[src/rv_params.svh]
`ifndef RV_PARAMS_SVH
`define RV_PARAMS_SVH

// width of a register and of the pc
`define RV_XLEN 32

// architectural integer registers, x0 included
`define RV_NUM_REGS 32

// fetch restarts here while rst is high
`define RV_RESET_PC 0

// one 32-bit instruction per cycle, no compressed forms
`define RV_PC_STEP 4

`endif

[src/rv_pkg.sv]
`include "rv_params.svh"

package rv_pkg;

  // register contents and pc values
  typedef logic [`RV_XLEN-1:0] word_t;

  // raw instruction bits, always 32 in RV32
  typedef logic [31:0] insn_t;

  // index into the register file
  typedef logic [$clog2(`RV_NUM_REGS)-1:0] reg_idx_t;

  // major opcode field insn[6:0]
  // only the formats this core executes are listed
  typedef enum logic [6:0] {
    OPC_REG_IMM = 7'b0010011,
    OPC_REG_REG = 7'b0110011,
    OPC_LUI     = 7'b0110111
  } opcode_e;

  // per-slot status carried alongside every instruction
  // checked at writeback to confirm pipeline timing
  typedef enum logic [2:0] {
    // must not show up once reset has been seen
    CYCLE_INVALID  = 3'd0,
    // bubble created by reset
    CYCLE_RESET    = 3'd1,
    // real instruction in the slot
    CYCLE_NO_STALL = 3'd2
  } cycle_status_e;

endpackage

[src/rv_regfile.sv]
`include "rv_params.svh"

module rv_regfile (
  input  logic             clk,
  input  logic             rst,
  input  logic             we_i,
  input  rv_pkg::reg_idx_t rd_i,
  input  rv_pkg::word_t    rd_data_i,
  input  rv_pkg::reg_idx_t rs1_i,
  input  rv_pkg::reg_idx_t rs2_i,
  output rv_pkg::word_t    rs1_data_o,
  output rv_pkg::word_t    rs2_data_o
);

  rv_pkg::word_t regs [`RV_NUM_REGS];

  // one read port
  // x0 is hardwired, a same-cycle write wins over the stored word
  function automatic rv_pkg::word_t read_port(input rv_pkg::reg_idx_t idx);
    if (idx == '0) begin
      return '0;
    end else if (we_i && (idx == rd_i)) begin
      return rd_data_i;
    end
    return regs[idx];
  endfunction

  // we_i already excludes x0, so no index check here
  always_ff @(posedge clk) begin
    if (rst) begin
      for (int i = 0; i < `RV_NUM_REGS; i++) begin
        regs[i] <= '0;
      end
    end else if (we_i) begin
      regs[rd_i] <= rd_data_i;
    end
  end

  // reads follow the stored words and the write port, not just the indices
  always_comb begin
    rs1_data_o = read_port(rs1_i);
    rs2_data_o = read_port(rs2_i);
  end

endmodule

[src/rv_fetch_decode.sv]
`include "rv_params.svh"

module rv_fetch_decode (
  input  logic                  clk,
  input  logic                  rst,
  input  rv_pkg::insn_t         insn_i,
  input  logic                  wb_we_i,
  input  rv_pkg::reg_idx_t      wb_rd_i,
  input  rv_pkg::word_t         wb_data_i,
  output rv_pkg::word_t         pc_o,
  output rv_pkg::word_t         d_pc_o,
  output rv_pkg::insn_t         d_insn_o,
  output rv_pkg::cycle_status_e d_status_o,
  output rv_pkg::word_t         d_rs1_data_o,
  output rv_pkg::word_t         d_rs2_data_o
);

  // fetch pc, also the address sent to instruction memory
  rv_pkg::word_t pc_q;

  // decode stage register
  rv_pkg::word_t         d_pc_q;
  rv_pkg::insn_t         d_insn_q;
  rv_pkg::cycle_status_e d_status_q;

  // source register fields of the instruction in decode
  rv_pkg::reg_idx_t d_rs1;
  rv_pkg::reg_idx_t d_rs2;

  // no branches, so the pc just steps every cycle
  always_ff @(posedge clk) begin
    if (rst) begin
      pc_q <= `RV_RESET_PC;
    end else begin
      pc_q <= pc_q + `RV_PC_STEP;
    end
  end

  // instruction arrives in the same cycle as its pc
  // reset leaves a bubble tagged as such
  always_ff @(posedge clk) begin
    if (rst) begin
      d_pc_q     <= '0;
      d_insn_q   <= '0;
      d_status_q <= rv_pkg::CYCLE_RESET;
    end else begin
      d_pc_q     <= pc_q;
      d_insn_q   <= insn_i;
      d_status_q <= rv_pkg::CYCLE_NO_STALL;
    end
  end

  // rs1 and rs2 sit at the same place in every format
  assign d_rs1 = d_insn_q[19:15];
  assign d_rs2 = d_insn_q[24:20];

  // write port comes straight from writeback
  // write-through covers a producer three slots ahead
  rv_regfile rf_inst (
    .clk        (clk),
    .rst        (rst),
    .we_i       (wb_we_i),
    .rd_i       (wb_rd_i),
    .rd_data_i  (wb_data_i),
    .rs1_i      (d_rs1),
    .rs2_i      (d_rs2),
    .rs1_data_o (d_rs1_data_o),
    .rs2_data_o (d_rs2_data_o)
  );

  assign pc_o       = pc_q;
  assign d_pc_o     = d_pc_q;
  assign d_insn_o   = d_insn_q;
  assign d_status_o = d_status_q;

endmodule

[src/rv_execute.sv]
`include "rv_params.svh"

module rv_execute (
  input  logic                  clk,
  input  logic                  rst,
  input  rv_pkg::word_t         d_pc_i,
  input  rv_pkg::insn_t         d_insn_i,
  input  rv_pkg::cycle_status_e d_status_i,
  input  rv_pkg::word_t         d_rs1_data_i,
  input  rv_pkg::word_t         d_rs2_data_i,
  input  logic                  m_we_i,
  input  rv_pkg::reg_idx_t      m_rd_i,
  input  rv_pkg::word_t         m_result_i,
  input  logic                  w_we_i,
  input  rv_pkg::reg_idx_t      w_rd_i,
  input  rv_pkg::word_t         w_result_i,
  output rv_pkg::word_t         e_pc_o,
  output rv_pkg::insn_t         e_insn_o,
  output rv_pkg::cycle_status_e e_status_o,
  output rv_pkg::word_t         e_result_o
);

  // execute stage register, control part
  rv_pkg::word_t         e_pc_q;
  rv_pkg::insn_t         e_insn_q;
  rv_pkg::cycle_status_e e_status_q;
  // operand values read in decode
  rv_pkg::word_t         e_rs1_data_q;
  rv_pkg::word_t         e_rs2_data_q;

  rv_pkg::opcode_e e_opcode;
  logic [2:0]      e_funct3;
  logic [6:0]      e_funct7;
  rv_pkg::word_t   e_imm_i;
  rv_pkg::word_t   e_op1;
  rv_pkg::word_t   e_op2;

  always_ff @(posedge clk) begin
    if (rst) begin
      e_pc_q     <= '0;
      e_insn_q   <= '0;
      e_status_q <= rv_pkg::CYCLE_RESET;
    end else begin
      e_pc_q     <= d_pc_i;
      e_insn_q   <= d_insn_i;
      e_status_q <= d_status_i;
    end
  end

  always_ff @(posedge clk) begin
    e_rs1_data_q <= d_rs1_data_i;
    e_rs2_data_q <= d_rs2_data_i;
  end

  assign e_opcode = rv_pkg::opcode_e'(e_insn_q[6:0]);
  assign e_funct3 = e_insn_q[14:12];
  assign e_funct7 = e_insn_q[31:25];
  // I-type immediate, sign extended
  assign e_imm_i  = {{(`RV_XLEN-12){e_insn_q[31]}}, e_insn_q[31:20]};

  // bypass: memory stage is younger, so it beats writeback
  // write flags already drop x0 and non-writing instructions
  always_comb begin
    if (m_we_i && (m_rd_i == e_insn_q[19:15])) begin
      e_op1 = m_result_i;
    end else if (w_we_i && (w_rd_i == e_insn_q[19:15])) begin
      e_op1 = w_result_i;
    end else begin
      e_op1 = e_rs1_data_q;
    end
    if (m_we_i && (m_rd_i == e_insn_q[24:20])) begin
      e_op2 = m_result_i;
    end else if (w_we_i && (w_rd_i == e_insn_q[24:20])) begin
      e_op2 = w_result_i;
    end else begin
      e_op2 = e_rs2_data_q;
    end
  end

  // alu, anything not implemented yields zero
  always_comb begin
    e_result_o = '0;
    case (e_opcode)
      rv_pkg::OPC_LUI: e_result_o = {e_insn_q[31:12], 12'b0};
      rv_pkg::OPC_REG_IMM: begin
        // addi only
        if (e_funct3 == 3'b000) begin
          e_result_o = e_op1 + e_imm_i;
        end
      end
      rv_pkg::OPC_REG_REG: begin
        if ((e_funct3 == 3'b000) && (e_funct7 == 7'b0000000)) begin
          e_result_o = e_op1 + e_op2;
        end else if ((e_funct3 == 3'b000) && (e_funct7 == 7'b0100000)) begin
          e_result_o = e_op1 - e_op2;
        end
      end
      default: e_result_o = '0;
    endcase
  end

  assign e_pc_o     = e_pc_q;
  assign e_insn_o   = e_insn_q;
  assign e_status_o = e_status_q;

endmodule

[src/rv_writeback.sv]
module rv_writeback (
  input  logic                  clk,
  input  logic                  rst,
  input  rv_pkg::word_t         e_pc_i,
  input  rv_pkg::insn_t         e_insn_i,
  input  rv_pkg::cycle_status_e e_status_i,
  input  rv_pkg::word_t         e_result_i,
  output logic                  m_we_o,
  output rv_pkg::reg_idx_t      m_rd_o,
  output rv_pkg::word_t         m_result_o,
  output logic                  w_we_o,
  output rv_pkg::reg_idx_t      w_rd_o,
  output rv_pkg::word_t         w_result_o,
  output rv_pkg::word_t         trace_pc_o,
  output rv_pkg::insn_t         trace_insn_o,
  output rv_pkg::cycle_status_e trace_status_o
);

  // memory stage register
  rv_pkg::word_t         m_pc_q;
  rv_pkg::insn_t         m_insn_q;
  rv_pkg::cycle_status_e m_status_q;
  rv_pkg::word_t         m_result_q;

  // writeback stage register
  rv_pkg::word_t         w_pc_q;
  rv_pkg::insn_t         w_insn_q;
  rv_pkg::cycle_status_e w_status_q;
  rv_pkg::word_t         w_result_q;

  // true when the instruction writes a real register
  // rd of x0 counts as no write
  function automatic logic writes_rd(input rv_pkg::insn_t insn);
    logic hit;
    hit = 1'b0;
    case (rv_pkg::opcode_e'(insn[6:0]))
      rv_pkg::OPC_LUI:     hit = 1'b1;
      rv_pkg::OPC_REG_IMM: hit = (insn[14:12] == 3'b000);
      rv_pkg::OPC_REG_REG: begin
        hit = (insn[14:12] == 3'b000) &&
              ((insn[31:25] == 7'b0000000) || (insn[31:25] == 7'b0100000));
      end
      default: hit = 1'b0;
    endcase
    return hit && (insn[11:7] != 5'd0);
  endfunction

  always_ff @(posedge clk) begin
    if (rst) begin
      m_pc_q     <= '0;
      m_insn_q   <= '0;
      m_status_q <= rv_pkg::CYCLE_RESET;
      w_pc_q     <= '0;
      w_insn_q   <= '0;
      w_status_q <= rv_pkg::CYCLE_RESET;
    end else begin
      m_pc_q     <= e_pc_i;
      m_insn_q   <= e_insn_i;
      m_status_q <= e_status_i;
      w_pc_q     <= m_pc_q;
      w_insn_q   <= m_insn_q;
      w_status_q <= m_status_q;
    end
  end

  // results are payload, they follow the instruction
  always_ff @(posedge clk) begin
    m_result_q <= e_result_i;
    w_result_q <= m_result_q;
  end

  // no loads here, so the memory result is final and can be bypassed
  assign m_we_o     = writes_rd(m_insn_q);
  assign m_rd_o     = m_insn_q[11:7];
  assign m_result_o = m_result_q;

  assign w_we_o     = writes_rd(w_insn_q);
  assign w_rd_o     = w_insn_q[11:7];
  assign w_result_o = w_result_q;

  assign trace_pc_o     = w_pc_q;
  assign trace_insn_o   = w_insn_q;
  assign trace_status_o = w_status_q;

endmodule

[src/rv_pipe_top.sv]
module rv_pipe_top (
  input  logic                  clk,
  input  logic                  rst,
  input  rv_pkg::insn_t         insn_i,
  output rv_pkg::word_t         pc_o,
  output rv_pkg::word_t         trace_pc_o,
  output rv_pkg::insn_t         trace_insn_o,
  output rv_pkg::cycle_status_e trace_status_o,
  output logic                  wb_we_o,
  output rv_pkg::reg_idx_t      wb_rd_o,
  output rv_pkg::word_t         wb_data_o
);

  // decode to execute
  rv_pkg::word_t         d_pc;
  rv_pkg::insn_t         d_insn;
  rv_pkg::cycle_status_e d_status;
  rv_pkg::word_t         d_rs1_data;
  rv_pkg::word_t         d_rs2_data;

  // execute to memory
  rv_pkg::word_t         e_pc;
  rv_pkg::insn_t         e_insn;
  rv_pkg::cycle_status_e e_status;
  rv_pkg::word_t         e_result;

  // bypass from memory stage
  logic             m_we;
  rv_pkg::reg_idx_t m_rd;
  rv_pkg::word_t    m_result;

  rv_fetch_decode fd_inst (
    .clk, .rst, .insn_i, .pc_o,
    .wb_we_i (wb_we_o), .wb_rd_i (wb_rd_o), .wb_data_i (wb_data_o),
    .d_pc_o (d_pc), .d_insn_o (d_insn), .d_status_o (d_status),
    .d_rs1_data_o (d_rs1_data), .d_rs2_data_o (d_rs2_data)
  );

  rv_execute ex_inst (
    .clk, .rst,
    .d_pc_i (d_pc), .d_insn_i (d_insn), .d_status_i (d_status),
    .d_rs1_data_i (d_rs1_data), .d_rs2_data_i (d_rs2_data),
    .m_we_i (m_we), .m_rd_i (m_rd), .m_result_i (m_result),
    .w_we_i (wb_we_o), .w_rd_i (wb_rd_o), .w_result_i (wb_data_o),
    .e_pc_o (e_pc), .e_insn_o (e_insn), .e_status_o (e_status), .e_result_o (e_result)
  );

  // writeback triple doubles as the register write port
  rv_writeback wb_inst (
    .clk, .rst,
    .e_pc_i (e_pc), .e_insn_i (e_insn), .e_status_i (e_status), .e_result_i (e_result),
    .m_we_o (m_we), .m_rd_o (m_rd), .m_result_o (m_result),
    .w_we_o (wb_we_o), .w_rd_o (wb_rd_o), .w_result_o (wb_data_o),
    .trace_pc_o, .trace_insn_o, .trace_status_o
  );

endmodule

[config.mk]
export PLATFORM = sky130hd
export DESIGN_NAME = rv_pipe_top
export DESIGN_NICKNAME = d
export VERILOG_FILES = /design/src/rv_pkg.sv /design/src/rv_regfile.sv /design/src/rv_fetch_decode.sv /design/src/rv_execute.sv /design/src/rv_writeback.sv /design/src/rv_pipe_top.sv
export VERILOG_INCLUDE_DIRS = /design/src
export SDC_FILE = /design/constraint.sdc
export NUM_CORES = 2
export LEC_CHECK = 0
export CAP_MARGIN = 20
export CORE_UTILIZATION = 36
export CTS_CLUSTER_SIZE = 30
export DETAILED_ROUTE_END_ITERATION = 7
export DONT_BUFFER_PORTS = 1
export MAX_ROUTING_LAYER = met4
export PLACE_DENSITY = 0.47
export RECOVER_POWER = 25
export SYNTH_ARGS = -nofsm -noshare
export SYNTH_HDL_FRONTEND = slang
export SYNTH_SLANG_ARGS = --single-unit
[constraint.sdc]
create_clock -name clk -period 11.9 [get_ports clk]
set_input_delay 2.38 -clock clk [delete_from_list [all_inputs] [get_ports clk]]
set_output_delay 2.38 -clock clk [all_outputs]
set_load 0.005 [all_outputs]
==> Word-level counts from Yosys, hierarchy flattened <==
Memories as Yosys holds them, arrays and structs flattened. A register that Yosys moved wholly into a read port is not among the register bits.
Cells that the tools add are included.
{ "classes": {"n_addsub": 4, "eq_ne": 18, "mux": 31, "n_reduce_logical": 25} }
{ "ops": {"columns": ["cell", "n"], "rows": [
  ["2-to-1 mux 32 bit", 14],
  ["one-hot mux 32 bit (3 select lines)", 1],
  ["adder 32 bit", 2],
  ["== test 7 x 6 -> 1 bit, second input constant", 9],
  ["adder 32 x 3 -> 32 bit, second input constant", 1],
  ["OR reduction 32 bit", 1],
  ["subtractor 32 bit", 1],
  ["== test 5 bit", 6],
  ["== test 7 x 5 -> 1 bit, second input constant", 3],
  ["zero test 7 bit", 3],
  ["2-to-1 mux 5 bit", 3],
  ["logical AND 1 bit", 12],
  ["zero test 5 bit", 2],
  ["2-to-1 mux 1 bit", 10],
  ["nonzero test 5 bit", 2],
  ["zero test 3 bit", 3],
  ["one-hot mux 1 bit (3 select lines)", 2],
  ["logical OR 1 bit", 2],
  ["2-to-1 mux 2 bit", 1]
]} }
{ "totals": {"regBits": 424, "ramBits": 1024, "inputBits": 34, "elab_cells": 96, "memories": 1} }
{ "memory_table": {"columns": ["memory", "depth", "word_bits", "read_ports", "rd_ports_with_merged_regs", "wr", "line_no", "source"], "rows": [
  ["fd_inst.rf_inst.regs", 32, 32, 2, 2, 32, "rv_regfile.sv:15", "rv_pkg::word_t regs [`RV_NUM_REGS];"]
]} }

==> Logic depth before layout (Yosys ltp) <==
{ "depth": {"depth_word": 12, "mapped_depth": 21} }

==> Modules after synthesis <==
From an unflattened synthesis, not the netlist that was laid out.
{ "hier_totals": {"cells_unflattened": 5715, "hier_area_um2": 73813.3} }
{ "modules_own_cells": {"columns": ["mod", "instances", "cells_each", "area_per_inst_um2", "seq_area_each_um2"], "rows": [
  ["rv_regfile", 1, 3789, 55650.9, 30749.5],
  ["rv_execute", 1, 1251, 9983.3, 2622.5],
  ["rv_writeback", 1, 377, 5077.4, 3963.8],
  ["rv_fetch_decode", 1, 298, 3101.7, 1881.8]
]} }

==> Worst setup path after synthesis <==
No wires, ideal clock.
{ "synth_path": {"kind": "in2reg", "start": "input rst", "end": "memory fd_inst.rf_inst.regs[17][0] in the netlist's numbering, enable pin", "arrival_ns": 5.436, "path_slack_ns": 5.999, "cell_stages": 5, "path_buffers": 2, "cell_sequence": "clkbuf_1 -> nor3_1 -> nand2_1 -> clkbuf_1 -> o21ai_0"} }
{ "synth_rtl": {"columns": ["element", "line_no", "source"], "rows": [
  ["start: declaration", "rv_pipe_top.sv:3", "input logic rst,"],
  ["end: declaration", "rv_regfile.sv:15", null]
]} }

==> flow_summary.toml <==
[run_status]
status = "finished with violations"
violations = "capacitance limit, slew limit"

[synth]
synth-edff-count = 1024
synthArstFlopShare_pct = 0
syn_area_um2 = 71800
synth_top_area_share_pct = 42.8
yosysSeqAreaShare_pct = 54.4
synth_cell_types = 71
synthFlopType = "edfxtp_1"
syn_inst = 5126
synth_top_area_cell = "edfxtp_1"
yosys_warnings = 0
synth.avg_cell_area_um2 = 14.0
yosys_register_bits = 1438
synth_top_family_by_area = "multiplexers"
synth_fa_ha_area_share_pct = 1.74
synth_compound_gate_area_share_pct = 3.81
synth-xor-area-share_pct = 1.39
synth-simple-area-share_pct = 13.8
synth.area.mux_share_pct = 22.0
synth_area_leaders = "edfxtp_1 (43%), mux4_2 (20%), dfxtp_1 (12%)"

[global_route]
grt.overflow.total = 0
grt_util_all_layers_pct = 26.5
antenna_found_initial = 27
grt_pass1_wl_um = 363000
grt_max_degree = 321
grt_pass1_vias = 44108

[floorplan]
core_area_um2 = 198000
die_height_um = 449
dieArea_um2 = 201000
row_count = 163
start_util_pct = 36.3
chipWidth_um = 449
io_pins = 171

[drt]
drc_errors = 0
wl_per_cell_um = 33.4
final_antenna_net_count = 0
num_vias = 44584
drt_wl_total_um = 261000
vias_per_cell = 5.71
drt_iter0_markers = 5328
drt_pass1_iterations = 6

[placed_design]
place_worst_setup_slack_ns = 5.51
portBuffers = 0
gp_congestion = 0.890
dp_hpwl_um = 151000

[clocking]
post_cts_buffers = 0
cts_tree = "done"
ctsHoldBuffers = 0
htree_levels = 4
cts_buffer_depth = 3
clk_pin_slew_ns = 0.06
clk_latency_ns = 0.81
cts_num_sinks = 1438
cts_root_buf = "clkbuf_16"
cts_buffers = 164
cts_resized = 0

[timing]
fmax_mhz = 123
max_slew_margin_pct = -118
rsz0062_at_grt = "false"
timing.hold.ws_ns = 0.369
post-route-period-util_pct = 68.5
min_period_ns = 8.16
slew_viol_final = 466
skew_ns = 0.0285
setup_violations = 0
worst_slack_ns = 3.74
fin_tns_setup_ns = 0
tightest_slew_ns = 3.27
finalHoldViolations = 0

[power_and_ir_drop]
vdd_drop_max_mv = 0.160
p_per_area_nw_per_um2 = 151
leakage_uw = 0.0287

[finish]
area_growth_pct = 12.1
final_nets = 5143
drive_gt1_share_pct = 21.2
fillerInstances = 18143
final_cell_mix = "edfxtp_1 (1,024), and2_1 (923), mux4_2 (640), dfxtp_1 (404), nor2b_1 (260)"
final_common_cell = "edfxtp_1"

[job]
cap_viol_max_count = 28

[setup_path]
cp-end-kind = "flop"
cp_max_fo = 320
crit_arrival_ns = 8.64
cp.required_ns = 12.38
startpoint_type = "input pin"
critical_path_class = "input pin to flop"

[hold_path]
hp-class = "flop to flop"
## per-stage QoR
stage / std cells / cell area (µm²) / util (%) / total power [µW]
after floorplan: 5162 / 71900 / - / 6670
after global placement: 7481 / 75300 / 38.0 / 7190
after detailed placement: 7484 / 75300 / 38.1 / 7190
after CTS: 7789 / 80600 / 40.8 / 12300
after global routing: 7791 / 80500 / 40.7 / 12600
final: 7802 / 80500 / 40.7 / 12200
## synth_stat cells, drive strengths merged, types with 4 or more instances
cell type,count
edfxtp,1024
and2,995
mux4,640
dfxtp,414
clkbuf,376
nor2b,260
nor2,178
o21ai,146
a21oi,137
nand2,136
mux2i,135
ha,95
buf,87
inv,69
xor2,57
xnor2,56
nand3,31
nor3,24
a211oi,23
a21o,23
o211ai,18
nand2b,17
o22ai,16
and3,13
nand4,13
o21bai,13
o221ai,13
or4,11
nor4,9
a22oi,8
o21a,8
or2,8
or3,8
a31oi,6
o31ai,6
a2111oi,4
nand3b,4
## registers in the layout (all words and copies together) (netlist names), 32 cells and up
signal                cells
ex_inst.e_insn_o         32
ex_inst.e_rs1_data_q     32
ex_inst.e_rs2_data_q     32
fd_inst.d_insn_o         32
fd_inst.rf_inst.regs   1024
wb_inst.m_insn_q         32
wb_inst.m_result_o       32
wb_inst.trace_insn_o     32
wb_inst.w_result_o       32
## final cells by class
class | instances | area (µm²) | area share [%]
sequential | 1438 | 39100 | 48.5
multi-input combinational | 3192 | 31300 | 38.9
clock buffer | 225 | 4590 | 5.71
tap | 2640 | 3300 | 4.10
timing repair buffer | 146 | 1200 | 1.50
clock inverter | 80 | 703 | 0.874
inverter | 69 | 259 | 0.322
antenna | 12 | 30.0 | 0.0373
## cells by family (layout without fill, tap and decap cells)
kind of cell / Yosys count / in the layout
AND/OR/NAND/NOR: 1715 / 1715
buffers and inverters: 532 / 520
multiplexers: 777 / 777
AO/OA/AOI/OAI: 452 / 452
other: 1 / 49
XOR/XNOR: 113 / 113
flip-flops: 1438 / 1438
adder cells (fa/ha/maj): 98 / 98
## report_power, final
group	leakage, µW	total, µW	internal, µW	switching, µW
Clock	0.00259	5080	2920	2150
Combinational	0.0122	1440	595	849
Sequential	0.0139	5660	5530	133
Total	0.0287	12200	9040	3140
## final timing paths
check	to	startpoint	cells past startpoint	slack, ns
setup / recovery	fd_inst.rf_inst.regs[14][13]	rst	5	3.74
setup reg to reg	fd_inst.rf_inst.regs[14][13]	wb_inst.trace_insn_o[10]	9	5.34
hold reg to reg	wb_inst.w_result_o[0]	wb_inst.m_result_o[0]	0	0.37
hold / removal	wb_inst.w_result_o[0]	wb_inst.m_result_o[0]	0	0.37
## critical path, cell delays in order
cell and delay [ns]:
inv_1 0.10, clkbuf_1 2.31, o21ai_0 2.63, buf_16 0.71, buf_4 0.33
## metal layers
metal | global-route usage (%) | vias to the layer above | wire length (µm)
met3 | 4.57 | 430 | 20100
met1 | 36.0 | 23413 | 111000
met2 | 40.6 | 1955 | 121000
met4 | 8.11 | 0 | 8550
li1 | - | 18786 | -
met5 | - | - | 0
(Power assumes the default switching activity.)
